`src/common/sdPkg.sv`:
```
/* SD host write path constants
   Frame widths, command indices, block geometry and FSM state codes */

package sdPkg;

    // ==============================
    // Command and response frames
    // ==============================
    localparam int frameBits    = 48;
    localparam int cmdArgBits   = 32;
    localparam int writeLenBits = 23;
    localparam int rcaBits      = 16;

    localparam logic [5:0] cmdAppCmd      = 6'd55;   // APP_CMD
    localparam logic [5:0] cmdSetBlkCount = 6'd23;   // ACMD23 pre-erase count
    localparam logic [5:0] cmdWriteMulti  = 6'd25;   // WRITE_MULTIPLE_BLOCK
    localparam logic [5:0] cmdStop        = 6'd12;   // STOP_TRANSMISSION

    // ==============================
    // Data blocks
    // ==============================
    localparam int blockNibbles  = 1024;
    localparam int wordsPerBlock = 256;
    localparam int crcNibbles    = 16;

    // Status bits of the card's CRC token
    localparam logic [2:0] crcTokenOk = 3'b010;

    // ==============================
    // FSM state codes
    // ==============================
    localparam logic [2:0] seqIdle = 3'd0, seqAppCmd = 3'd1, seqBlkCount = 3'd2;
    localparam logic [2:0] seqWriteMulti = 3'd3, seqBlock = 3'd4;
    localparam logic [2:0] seqStop = 3'd5, seqStopBusy = 3'd6;

    localparam logic [2:0] wrIdle = 3'd0, wrStart = 3'd1, wrData = 3'd2, wrCrc = 3'd3;
    localparam logic [2:0] wrEnd = 3'd4, wrTokWait = 3'd5, wrToken = 3'd6, wrBusy = 3'd7;

endpackage

```
`src/sdCore/sdCmdLink.sv`:
```
/* SD command line engine
   Sends one 48-bit command with CRC7 and checks the R1 response frame */

`timescale 1ns/1ps

module sdCmdLink import sdPkg::*; (
    input  logic                  clk,
    input  logic                  rstN,
    input  logic                  cmdStart,
    input  logic [5:0]            cmdIndex,
    input  logic [cmdArgBits-1:0] cmdArg,
    output logic                  cmdDone,
    output logic                  respErr,
    input  logic                  sdCmdIn,
    output logic                  sdCmdOut,
    output logic                  sdCmdOutActive
);

    logic [frameBits-1:0] txReg;
    logic [frameBits-3:0] rxReg;
    logic [5:0]           bitCnt;
    logic                 rxWait;
    logic                 rxRun;
    logic                 rxStaged;
    logic [6:0]           txCrc;
    logic [6:0]           rxCrc;
    logic [6:0]           rxCrcNext;

    // ==============================
    // CRC generators
    // ==============================
    sdCrc7 txCrcGen (
        .clk    (clk),
        .clear  (!sdCmdOutActive),
        .din    (txReg[frameBits-1]),
        .crcNext(txCrc)
    );

    // Zero start bit leaves a cleared CRC unchanged
    sdCrc7 rxCrcGen (
        .clk    (clk),
        .clear  (!rxRun),
        .din    (rxStaged),
        .crcNext(rxCrcNext)
    );

    assign sdCmdOut = sdCmdOutActive ? txReg[frameBits-1] : 1'b1;

    // Last response bit sits in rxStaged while bitCnt is zero
    assign cmdDone = rxRun && (bitCnt == 6'd0);
    assign respErr = cmdDone && ((rxCrc != rxReg[6:0]) || rxReg[frameBits-3] || !rxStaged);

    // ==============================
    // Control
    // ==============================
    always_ff @(posedge clk) begin
        if (!rstN) begin
            sdCmdOutActive <= 1'b0;
            rxWait         <= 1'b0;
            rxRun          <= 1'b0;
        end else if (cmdStart) begin
            sdCmdOutActive <= 1'b1;
            rxWait         <= 1'b0;
            rxRun          <= 1'b0;
        end else if (sdCmdOutActive) begin
            if (bitCnt == 6'd0) begin
                sdCmdOutActive <= 1'b0;
                rxWait         <= 1'b1;
            end
        end else if (rxWait) begin
            if (!rxStaged) begin
                rxWait <= 1'b0;
                rxRun  <= 1'b1;
            end
        end else if (cmdDone) begin
            rxRun <= 1'b0;
        end
    end

    // ==============================
    // Shift registers
    // ==============================
    always_ff @(posedge clk) begin
        // Own transmission reads back as idle high
        rxStaged <= sdCmdOutActive ? 1'b1 : sdCmdIn;

        if (cmdStart) begin
            txReg  <= {2'b01, cmdIndex, cmdArg, 8'h01};
            bitCnt <= 6'(frameBits - 1);
        end else if (sdCmdOutActive) begin
            // Splice CRC7 and end bit once the argument is out
            if (bitCnt == 6'd8) begin
                txReg <= {txCrc, 1'b1, {(frameBits - 8){1'b0}}};
            end else begin
                txReg <= txReg << 1;
            end
            bitCnt <= bitCnt - 6'd1;
        end else if (rxWait) begin
            bitCnt <= 6'(frameBits - 2);
        end else if (rxRun) begin
            rxReg  <= {rxReg[frameBits-4:0], rxStaged};
            bitCnt <= bitCnt - 6'd1;
            if (bitCnt == 6'd8) begin
                rxCrc <= rxCrcNext;
            end
        end
    end

endmodule

```
`src/sdCore/sdDatWriter.sv`:
```
/* SD data block writer
   Sends one block on DAT[3:0] with CRC16s, checks the CRC token, waits out busy */

`timescale 1ns/1ps

module sdDatWriter import sdPkg::*; (
    input  logic        clk,
    input  logic        rstN,
    input  logic        blockStart,
    input  logic [15:0] dataIn,
    output logic        dataInAccepted,
    input  logic [3:0]  sdDatIn,
    output logic [3:0]  sdDatOut,
    output logic        sdDatOutActive,
    output logic        blockDone,
    output logic        tokenErr,
    output logic        datBusy
);

    logic [2:0]  phase;
    logic [9:0]  nibCnt;
    logic [7:0]  wordCnt;
    logic [11:0] wordReg;
    logic [3:0]  crcCnt;
    logic [2:0]  tokReg;
    logic [1:0]  tokCnt;
    logic        loadWord;
    logic        lastNibble;
    logic [15:0] crcNext [4];
    logic [15:0] crcReg [4];
    logic [3:0]  crcTop;
    logic [3:0]  crcRegTop;

    // ==============================
    // Per-line CRC16
    // ==============================
    for (genvar i = 0; i < 4; i++) begin : gLine
        sdCrc16 crcGen (
            .clk    (clk),
            .clear  (phase != wrData),
            .din    (sdDatOut[i]),
            .crcNext(crcNext[i])
        );
        assign crcTop[i]    = crcNext[i][15];
        assign crcRegTop[i] = crcReg[i][15];
    end

    // Word fetch on the last nibble of the previous word
    assign loadWord = (phase == wrStart) ||
                      ((phase == wrData) && (nibCnt[1:0] == 2'd3) && (wordCnt != 8'd0));
    assign lastNibble = (phase == wrData) && (nibCnt == 10'(blockNibbles - 1));

    assign dataInAccepted = loadWord;
    assign tokenErr = (phase == wrToken) && (tokCnt == 2'd3) &&
                      ((tokReg != crcTokenOk) || !sdDatIn[0]);
    assign blockDone = (phase == wrBusy) && sdDatIn[0];
    assign datBusy = (phase == wrIdle) && !sdDatIn[0];

    // ==============================
    // Phase FSM and line drive
    // ==============================
    always_ff @(posedge clk) begin
        if (!rstN) begin
            phase          <= wrIdle;
            sdDatOutActive <= 1'b0;
            sdDatOut       <= 4'hF;
        end else begin
            case (phase)
                wrIdle: begin
                    if (blockStart) begin
                        phase          <= wrStart;
                        sdDatOutActive <= 1'b1;
                        sdDatOut       <= 4'h0;
                    end
                end
                wrStart: begin
                    phase    <= wrData;
                    sdDatOut <= dataIn[15:12];
                end
                wrData: begin
                    if (lastNibble) begin
                        phase    <= wrCrc;
                        sdDatOut <= crcTop;
                    end else if (loadWord) begin
                        sdDatOut <= dataIn[15:12];
                    end else begin
                        sdDatOut <= wordReg[11:8];
                    end
                end
                wrCrc: begin
                    if (crcCnt == 4'(crcNibbles - 1)) begin
                        phase    <= wrEnd;
                        sdDatOut <= 4'hF;
                    end else begin
                        sdDatOut <= crcRegTop;
                    end
                end
                wrEnd: begin
                    phase          <= wrTokWait;
                    sdDatOutActive <= 1'b0;
                end
                wrTokWait: begin
                    if (!sdDatIn[0]) begin
                        phase <= wrToken;
                    end
                end
                wrToken: begin
                    if (tokCnt == 2'd3) begin
                        phase <= wrBusy;
                    end
                end
                default: begin
                    // Card holds DAT0 low while programming
                    if (sdDatIn[0]) begin
                        phase <= wrIdle;
                    end
                end
            endcase
        end
    end

    // ==============================
    // Counters and shift registers
    // ==============================
    always_ff @(posedge clk) begin
        if (loadWord) begin
            wordReg <= dataIn[11:0];
        end else begin
            wordReg <= wordReg << 4;
        end

        case (phase)
            wrIdle: begin
                nibCnt  <= '0;
                wordCnt <= 8'(wordsPerBlock - 1);
            end
            wrData: begin
                nibCnt <= nibCnt + 10'd1;
                if (loadWord) begin
                    wordCnt <= wordCnt - 8'd1;
                end
            end
            wrCrc: crcCnt <= crcCnt + 4'd1;
            wrTokWait: tokCnt <= '0;
            wrToken: begin
                tokReg <= {tokReg[1:0], sdDatIn[0]};
                tokCnt <= tokCnt + 2'd1;
            end
            default: ;
        endcase

        for (int i = 0; i < 4; i++) begin
            if (lastNibble) begin
                crcReg[i] <= {crcNext[i][14:0], 1'b0};
            end else if (phase == wrCrc) begin
                crcReg[i] <= crcReg[i] << 1;
            end
        end
        if (lastNibble) begin
            crcCnt <= '0;
        end
    end

endmodule

```
`src/sdCore/sdWriteSequencer.sv`:
```
/* SD multi-block write sequencer
   Orders CMD55, ACMD23, CMD25, the data blocks and CMD12, holds the error flag */

`timescale 1ns/1ps

module sdWriteSequencer import sdPkg::*; (
    input  logic                    clk,
    input  logic                    rstN,
    input  logic [rcaBits-1:0]      rca,
    input  logic                    cmdTrigger,
    output logic                    cmdAccepted,
    input  logic [writeLenBits-1:0] cmdWriteLen,
    input  logic [cmdArgBits-1:0]   cmdAddr,
    output logic                    cmdStart,
    output logic [5:0]              cmdIndex,
    output logic [cmdArgBits-1:0]   cmdArg,
    input  logic                    cmdDone,
    input  logic                    respErr,
    output logic                    blockStart,
    input  logic                    blockDone,
    input  logic                    tokenErr,
    input  logic                    datBusy,
    output logic                    err
);

    logic [2:0]              state;
    logic [cmdArgBits-1:0]   addrReg;
    logic [writeLenBits-1:0] lenReg;

    always_ff @(posedge clk) begin
        if (!rstN) begin
            state       <= seqIdle;
            cmdAccepted <= 1'b0;
            cmdStart    <= 1'b0;
            blockStart  <= 1'b0;
            err         <= 1'b0;
        end else begin
            // Single-cycle strobes by default
            cmdAccepted <= 1'b0;
            cmdStart    <= 1'b0;
            blockStart  <= 1'b0;

            if (respErr || tokenErr) begin
                err <= 1'b1;
            end

            case (state)
                seqIdle: begin
                    if (cmdTrigger) begin
                        addrReg     <= cmdAddr;
                        lenReg      <= cmdWriteLen;
                        cmdAccepted <= 1'b1;
                        cmdStart    <= 1'b1;
                        cmdIndex    <= cmdAppCmd;
                        cmdArg      <= {rca, {(cmdArgBits - rcaBits){1'b0}}};
                        state       <= seqAppCmd;
                    end
                end
                seqAppCmd: begin
                    if (cmdDone) begin
                        cmdStart <= 1'b1;
                        cmdIndex <= cmdSetBlkCount;
                        cmdArg   <= {{(cmdArgBits - writeLenBits){1'b0}}, lenReg};
                        state    <= seqBlkCount;
                    end
                end
                seqBlkCount: begin
                    if (cmdDone) begin
                        cmdStart <= 1'b1;
                        cmdIndex <= cmdWriteMulti;
                        cmdArg   <= addrReg;
                        state    <= seqWriteMulti;
                    end
                end
                seqWriteMulti: begin
                    if (cmdDone) begin
                        blockStart <= 1'b1;
                        state      <= seqBlock;
                    end
                end
                seqBlock: begin
                    // Trigger still high asks for one more block
                    if (blockDone) begin
                        cmdAccepted <= 1'b1;
                        if (cmdTrigger) begin
                            blockStart <= 1'b1;
                        end else begin
                            cmdStart <= 1'b1;
                            cmdIndex <= cmdStop;
                            cmdArg   <= '0;
                            state    <= seqStop;
                        end
                    end
                end
                seqStop: begin
                    if (cmdDone) begin
                        state <= seqStopBusy;
                    end
                end
                default: begin
                    if (!datBusy) begin
                        state <= seqIdle;
                    end
                end
            endcase
        end
    end

endmodule

```
`src/sdCrc16.sv`:
```
/* Serial CRC16-CCITT (x^16 + x^12 + x^5 + 1) for one SD data line */

`timescale 1ns/1ps

module sdCrc16 (
    input  logic        clk,
    input  logic        clear,
    input  logic        din,
    output logic [15:0] crcNext
);

    logic [15:0] crc;
    logic        feedback;

    assign feedback = din ^ crc[15];

    // Taps at bits 12, 5 and 0
    assign crcNext = {crc[14:12], crc[11] ^ feedback, crc[10:5],
                      crc[4] ^ feedback, crc[3:0], feedback};

    always_ff @(posedge clk) begin
        if (clear) begin
            crc <= '0;
        end else begin
            crc <= crcNext;
        end
    end

endmodule

```
`src/sdCrc7.sv`:
```
/* Serial CRC7 (x^7 + x^3 + 1) for SD command and response frames */

`timescale 1ns/1ps

module sdCrc7 (
    input  logic       clk,
    input  logic       clear,
    input  logic       din,
    output logic [6:0] crcNext
);

    logic [6:0] crc;
    logic       feedback;

    assign feedback = din ^ crc[6];

    // Remainder with the current bit already folded in
    assign crcNext = {crc[5:3], crc[2] ^ feedback, crc[1:0], feedback};

    always_ff @(posedge clk) begin
        if (clear) begin
            crc <= '0;
        end else begin
            crc <= crcNext;
        end
    end

endmodule

```
`src/sdHostTop.sv`:
```
/* SD host write path top
   Joins the write sequencer, command line engine and data writer */

`timescale 1ns/1ps

module sdHostTop import sdPkg::*; (
    input  logic                    clk,
    input  logic                    rstN,
    input  logic [rcaBits-1:0]      rca,
    input  logic                    cmdTrigger,
    output logic                    cmdAccepted,
    input  logic [writeLenBits-1:0] cmdWriteLen,
    input  logic [cmdArgBits-1:0]   cmdAddr,
    input  logic [15:0]             dataIn,
    output logic                    dataInAccepted,
    output logic                    err,
    input  logic                    sdCmdIn,
    output logic                    sdCmdOut,
    output logic                    sdCmdOutActive,
    input  logic [3:0]              sdDatIn,
    output logic [3:0]              sdDatOut,
    output logic                    sdDatOutActive
);

    logic                  cmdStart;
    logic [5:0]            cmdIndex;
    logic [cmdArgBits-1:0] cmdArg;
    logic                  cmdDone;
    logic                  respErr;
    logic                  blockStart;
    logic                  blockDone;
    logic                  tokenErr;
    logic                  datBusy;

    sdWriteSequencer sequencer (
        .clk(clk), .rstN(rstN), .rca(rca), .cmdTrigger(cmdTrigger),
        .cmdAccepted(cmdAccepted), .cmdWriteLen(cmdWriteLen), .cmdAddr(cmdAddr),
        .cmdStart(cmdStart), .cmdIndex(cmdIndex), .cmdArg(cmdArg),
        .cmdDone(cmdDone), .respErr(respErr), .blockStart(blockStart),
        .blockDone(blockDone), .tokenErr(tokenErr), .datBusy(datBusy), .err(err)
    );

    sdCmdLink cmdLink (
        .clk(clk), .rstN(rstN), .cmdStart(cmdStart), .cmdIndex(cmdIndex),
        .cmdArg(cmdArg), .cmdDone(cmdDone), .respErr(respErr), .sdCmdIn(sdCmdIn),
        .sdCmdOut(sdCmdOut), .sdCmdOutActive(sdCmdOutActive)
    );

    sdDatWriter datWriter (
        .clk(clk), .rstN(rstN), .blockStart(blockStart), .dataIn(dataIn),
        .dataInAccepted(dataInAccepted), .sdDatIn(sdDatIn), .sdDatOut(sdDatOut),
        .sdDatOutActive(sdDatOutActive), .blockDone(blockDone),
        .tokenErr(tokenErr), .datBusy(datBusy)
    );

endmodule

```
`config.mk`:
```
export PLATFORM = sky130hd
export DESIGN_NAME = sdHostTop
export DESIGN_NICKNAME = d
export VERILOG_FILES = /design/src/common/sdPkg.sv /design/src/sdCore/sdCmdLink.sv /design/src/sdCore/sdDatWriter.sv /design/src/sdCore/sdWriteSequencer.sv /design/src/sdCrc16.sv /design/src/sdCrc7.sv /design/src/sdHostTop.sv
export SDC_FILE = /design/constraint.sdc
export NUM_CORES = 1
export LEC_CHECK = 0
export ABC_AREA = 1
export BUFFER_PORTS_ARGS = -buffer_cell sky130_fd_sc_hd__buf_4
export CAP_MARGIN = 20
export CORE_MARGIN = 2
export CORE_UTILIZATION = 50
export CTS_BUF_LIST = sky130_fd_sc_hd__clkbuf_4 sky130_fd_sc_hd__clkbuf_8
export DETAILED_ROUTE_END_ITERATION = 12
export PLACE_DENSITY_LB_ADDON = 0.2
export SLEW_MARGIN = 5
export SYNTH_ARGS = -nofsm -noshare
export SYNTH_HDL_FRONTEND = slang
export SYNTH_SLANG_ARGS = --single-unit
```
`constraint.sdc`:
```
create_clock -name clk -period 7.75 [get_ports clk]
set_clock_uncertainty 0.15 [all_clocks]
set_input_delay 1.1625 -clock clk [delete_from_list [all_inputs] [get_ports clk]]
set_output_delay 1.1625 -clock clk [all_outputs]
set_load 0.03 [all_outputs]
```
== Word-level counts from Yosys, hierarchy flattened ==
Memories as Yosys holds them, arrays and structs flattened.
Index checks and enable logic that the tools add are counted.

* Muxes and demuxes: 75
* Equal/unequal tests: 36
* $mul: 0
* Add/sub/neg operators: 5
* Reduce and logical (&&, ||, !) cells: 41
* Magnitude comparators: 0
* Shifts and indexed selects: 0
* Bitwise operators: 24
* Div/mod/pow operators: 0

{| class="wikitable"
|+ Operator list
! cell !! count
|-
| $mux W32 || 5
|-
| $pmux W32 S4 || 1
|-
| $mux W46 || 2
|-
| $mux W15 || 4
|-
| $mux W48 || 1
|-
| $mux W6 || 8
|-
| $mux W3 || 14
|-
| $pmux W6 S4 || 1
|-
| $mux W1 || 23
|-
| $pmux W3 S7 || 1
|-
| $pmux W10 S2 || 1
|-
| $eq A3 B3 Y1 const B || 6
|-
| $ne A2 B2 Y1 const B || 9
|-
| $pmux W3 S6 || 1
|-
| $mux W4 || 4
|-
| $pmux W4 S4 || 1
|-
| $pmux W8 S2 || 1
|-
| $reduce_bool A8 Y1 || 2
|-
| $xor A1 B1 Y1 || 16
|-
| $eq A3 B2 Y1 const B || 4
|-
| $mux W12 || 1
|-
| $ne A2 B1 Y1 const B || 6
|-
| $add A10 B1 Y10 const B || 1
|-
| $eq A10 B10 Y1 const B || 1
|-
| other kinds (33) || 67
|}

* Memories kept: 1
* Output and inout port bits: 10
* Bits in latches: 0
* Input port bits: 95
* ROM bits: 0
* Memory bits (writable): 60
* Word-level logic and storage cells: 216
* Register bits after elaboration: 336

{| class="wikitable"
|+ Memory list
! name !! words !! width !! rd ports !! clocked after Yosys merged registers in !! write ports !! RTL line !! RTL
|-
| datWriter.crcReg || 4 || 15 || 4 || 0 || 4 || sdDatWriter.sv:30 || <nowiki>logic [15:0] crcReg [4];</nowiki>
|}

== Longest topological paths before layout ==
* Depth after elaboration: 7
* Depth in mapped cells: 11
* Depth with buffers taken out: 10

== Modules after synthesis ==
A second synthesis with hierarchy kept.

* Cell total of the unflattened synthesis: 1588
* Area total of the unflattened synthesis: 16338.2 um^2

{| class="wikitable"
|+ Modules (own cells, without submodules)
! module !! area an instance (um^2) !! sequential area each (um^2) !! cells each !! instances
|-
| sdDatWriter || 4780.8 || 2962.8 || 523 || 1
|-
| sdCmdLink || 4503.1 || 3133.0 || 386 || 1
|-
| sdWriteSequencer || 3913.8 || 2902.8 || 293 || 1
|-
| sdCrc16 || 635.6 || 320.3 || 78 || 4
|-
| sdCrc7 || 299.0 || 140.1 || 37 || 2
|}

== Least setup slack after synthesis ==
Ideal clock, no wire load.

* Path kind: input -> register
* From: input port cmdTrigger
* To: register sequencer.addrReg[0] (enable)
* Buffers on the path: 0
* Arrival time: 6550 ps
* Slack: 443 ps
* Data required time: 6992 ps
* Stages on the path: 2
* Library setup time: 608 ps
* Cells stage by stage: inv_1 -> nor4_1

* Word-level cells in the longest chain between the ends: 1

{| class="wikitable"
|+ Ends and longest elaborated chain
! item !! RTL line !! RTL
|-
| start: declaration || sdHostTop.sv:10 || <nowiki>input logic cmdTrigger,</nowiki>
|-
| $reduce_and A3 Y1 (no line) || - ||
|-
| end signal: assignment || sdWriteSequencer.sv:50 || <nowiki>addrReg <= cmdAddr;</nowiki>
|-
| end: declaration || sdWriteSequencer.sv:27 || <nowiki>logic [cmdArgBits-1:0] addrReg;</nowiki>
|}

Every way passes these cells.
A chain may end at the register's enable or synchronous reset.

== Worst setup path after layout ==
* From: register datWriter.phase[2]
* To: output port dataInAccepted

* Word-level cells in the longest chain between the ends: 4
* Elaborated cells between the ends (all ways): 5
* Classes of those cells: eq/ne (2); reduce/logical (3)

{| class="wikitable"
|+ Ends and longest elaborated chain
! item !! RTL line !! RTL
|-
| start: declaration || sdDatWriter.sv:20 || <nowiki>logic [2:0] phase;</nowiki>
|-
| start signal: assignment || sdDatWriter.sv:64 || <nowiki>phase <= wrIdle;</nowiki>
|-
| start signal: assignment || sdDatWriter.sv:71 || <nowiki>phase <= wrStart;</nowiki>
|-
| start signal: assignment || sdDatWriter.sv:77 || <nowiki>phase <= wrData;</nowiki>
|-
| $eq A3 B2 Y1 || sdDatWriter.sv:50 || <nowiki>((phase == wrData) && (nibCnt[1:0] == 2'd3) && (wordCnt != 8'd0));</nowiki>
|-
| $logic_and A1 B1 Y1 (2 in a row) || sdDatWriter.sv:50 ||
|-
| $logic_or A1 B1 Y1 (*) || sdDatWriter.sv:49 || <nowiki>assign loadWord = (phase == wrStart) ||</nowiki>
|-
| end: declaration || sdHostTop.sv:15 || <nowiki>output logic dataInAccepted,</nowiki>
|}

Every way passes the cells marked *; elsewhere a longest branch is shown, timed or not.

==> results.yml <==
clock_network:
  cts.sinks: 395
  post_cts_resized: 0
  cts.clk_slew.worst_paths_ps: 60
  post-cts-setup-buffers: 0
  htreeDepth: 3
  clock_path_buffers: 3
  ctsHoldBuffers: 0
  clk_latency_ps: 570
  cts_root_buf: "clkbuf_8"
  cts_buffers: 67
  cts_tree: "built"
route:
  drc: 0
  drt_iter0_markers: 666
  vias_per_cell: 5.03
  ant_nets: 0
  drt_wl_total_mm: 26.8
  vias: 9168
  drt-wirelength-per-cell_um: 14.7
  dr.pass1.iters: 5
synthesis:
  synthArstFlopShare: 0
  synth_ff_type: "edfxtp_1"
  synth.net_count: 1359
  synth_seq_cells: 395
  synthesis.instances: 1258
  ys_seq_area_frac: 0.713
  yosysUniqueCellTypes: 45
  synth_edf_count: 265
  netlist_area_um2: 14800
  synth_area_per_cell_um2: 11.8
  yosysWarnings: 0
sta:
  setup_tns_ps: 0
  rsz0062_at_grt: "false"
  finalSetupViolCount: 0
  finalMaxSlewViolations: 0
  slew_headroom: 0.356
  fin_ws_ps: 3740
  hold_viol: 0
  tightestPinTransition_ps: 966
  fmax_mhz: 250
  fin_crit_sh: 0.517
  fin_crit_ps: 4010
place:
  gp_congestion: 0.832
  hpwl_mm: 16.0
  port_buffers: 101
  dpl_worst_slack_ps: 4250
floorplanning:
  die_y_um: 176
  start_util: 0.512
  core_um2: 28900
  ios: 105
  rows: 62
  die_area_um2: 31000
  die_w_um: 176
cells_and_area:
  syn2layout_area_growth_pct: 16.9
  seqCellArea_um2: 10600
  mostFrequentLayoutCells: "edfxtp_1, nand2_1, inv_1, dfxtp_1, nor2_1"
  multi_input_area_um2: 3380
  nNetsFinal: 1488
  drive_gt1_frac: 0.188
  final_common_cell: "edfxtp_1"
  fill_cells: 2343
worst_setup_path:
  cp_max_fo: 72
  critical_path.startpoint_type: "flop"
  cp-end-kind: "output port"
  rrSetupSlack_ps: 4490
  r2r_end: "datWriter.crcReg[3][10]$_DFFE_PP_"
  crit_required_ps: 6440
  rr_startpoint: "datWriter.phase[2]$_SDFFE_PN0P_"
  crit_type: "reg2out"
  crit_arrival_ps: 2690
  rr_worst_depth: 6
hold_path:
  hold_path_class: "reg2reg"
  hold_end: "datWriter.wordReg[9]$_DFF_P_"
  hold_depth: 2
  hold_start: "datWriter.wordReg[5]$_DFF_P_"
global_route:
  antenna_found_initial: 2
  grt_usage: 0.178
  grt-ovfl-total: 0
  grt_start_max_net_pins: 111
  grt_pass1_vias: 9100
  grt_pass1_wl_mm: 44.3
power:
  power_density_nw_per_um2: 336
  worst_ir_drop_vdd_mv: 0.198
  p_leak_nw: 6.64
outcome:
  outcome: "complete, no violations"
flow_run:
  max_cap_violations: 0
## synth_stat cells, types with 7 or more instances
master / n / area, µm²
nand2_1: 203 / 762
a32o_1: 32 / 320
buf_2: 21 / 105
nand4_1: 15 / 93.8
nand3_1: 43 / 215
inv_2: 8 / 30.0
a22o_1: 9 / 78.8
inv_1: 160 / 601
a21oi_1: 35 / 175
o21ai_0: 99 / 495
dfxtp_1: 130 / 2600
edfxtp_1: 265 / 7960
xor2_1: 12 / 105
xnor2_1: 10 / 87.6
nor2_1: 113 / 424
or2_2: 7 / 43.8
clkbuf_1: 16 / 60.1
o21ai_2: 9 / 78.8
## state kept, by name (all words and copies together) (netlist names), 6 cells and up
register,flops
datWriter.wordCnt,8
sequencer.lenReg,23
cmdLink.txReg,48
cmdLink.bitCnt,6
cmdLink.rxCrcGen.crc,7
cmdLink.rxReg,46
datWriter.gLine.crcGen.crc,64
sequencer.addrReg,32
datWriter.nibCnt,10
datWriter.wordReg,12
sequencer.cmdArg,32
cmdLink.txCrcGen.crc,7
datWriter.crcReg,60
cmdLink.rxCrc,7
## layer usage
metal | up-vias | share of wire | GRT usage
met1 | 4331 | 0.47 | 0.249
met3 | 54 | 0.049 | 0.0385
met2 | 217 | 0.46 | 0.271
met5 | - | 0 | 0
li1 | 4566 | - | -
met4 | 0 | 0.027 | 0.0727
## layout make-up
cell class                 instances  area share
clock buffer                     101      0.0710
antenna                            2    0.000289
multi-input combinational        643       0.195
tap                              384      0.0278
inverter                         168      0.0365
timing repair buffer             112      0.0493
sequential                       395       0.610
clock inverter                    18     0.00940
## metrics by stage
| step | std cells | util | instance area (µm²) | power [mW] | hold WS [ps] |
|---|---|---|---|---|---|
| after floorplan | 1258 | - | 14800 | 3.65 | 246 |
| final | 1823 | 0.598 | 17300 | 5.81 | 258 |
| after detailed placement | 1701 | 0.549 | 15900 | 3.96 | 255 |
| after global routing | 1823 | 0.598 | 17300 | 6.14 | 270 |
| after global placement | 1701 | 0.549 | 15900 | 3.93 | 248 |
| after CTS | 1820 | 0.597 | 17300 | 5.89 | 266 |
## power by group
part           total [mW]  leakage, nW  internal, mW  switching, mW
Clock                1.90        0.739          1.09          0.810
Sequential           2.88         3.52          2.73          0.156
Combinational        1.03         2.37         0.329          0.703
Total                5.81         6.64          4.14           1.67
## logic make-up (layout without fill, tap and decap cells)
group	after synthesis	after routing	share of synthesized area
flip-flops	395	395	0.713
other	0	2	0
AND/OR/NAND/NOR	410	410	0.119
XOR/XNOR	22	22	0.0130
adder cells (fa/ha/maj)	6	6	0.00507
AO/OA/AOI/OAI	205	205	0.0888
buffers and inverters	220	399	0.0609
## worst max-delay path by stage
| stage | from | end | slack [ps] |
|---|---|---|---|
| after CTS | datWriter.phase[2]$_SDFFE_PN0P_ | dataInAccepted | 3640 |
| final | datWriter.phase[2]$_SDFFE_PN0P_ | dataInAccepted | 3740 |
| after detailed placement | datWriter.phase[2]$_SDFFE_PN0P_ | dataInAccepted | 4250 |
| after global routing | datWriter.phase[2]$_SDFFE_PN0P_ | dataInAccepted | 3480 |
| after global placement | datWriter.phase[2]$_SDFFE_PN0P_ | dataInAccepted | 4280 |
| after floorplan | cmdTrigger | sequencer.addrReg[0]$_DFFE_PP_ | 440 |
## critical path, stage by stage (launching register included)
cell and delay [ps]:
dfxtp_1 380, inv_2 180, nand3_4 650, nor2_2 310, o21ai_2 160, nand2_4 220, buf_4 210
Power figures use the tool's default switching activity.
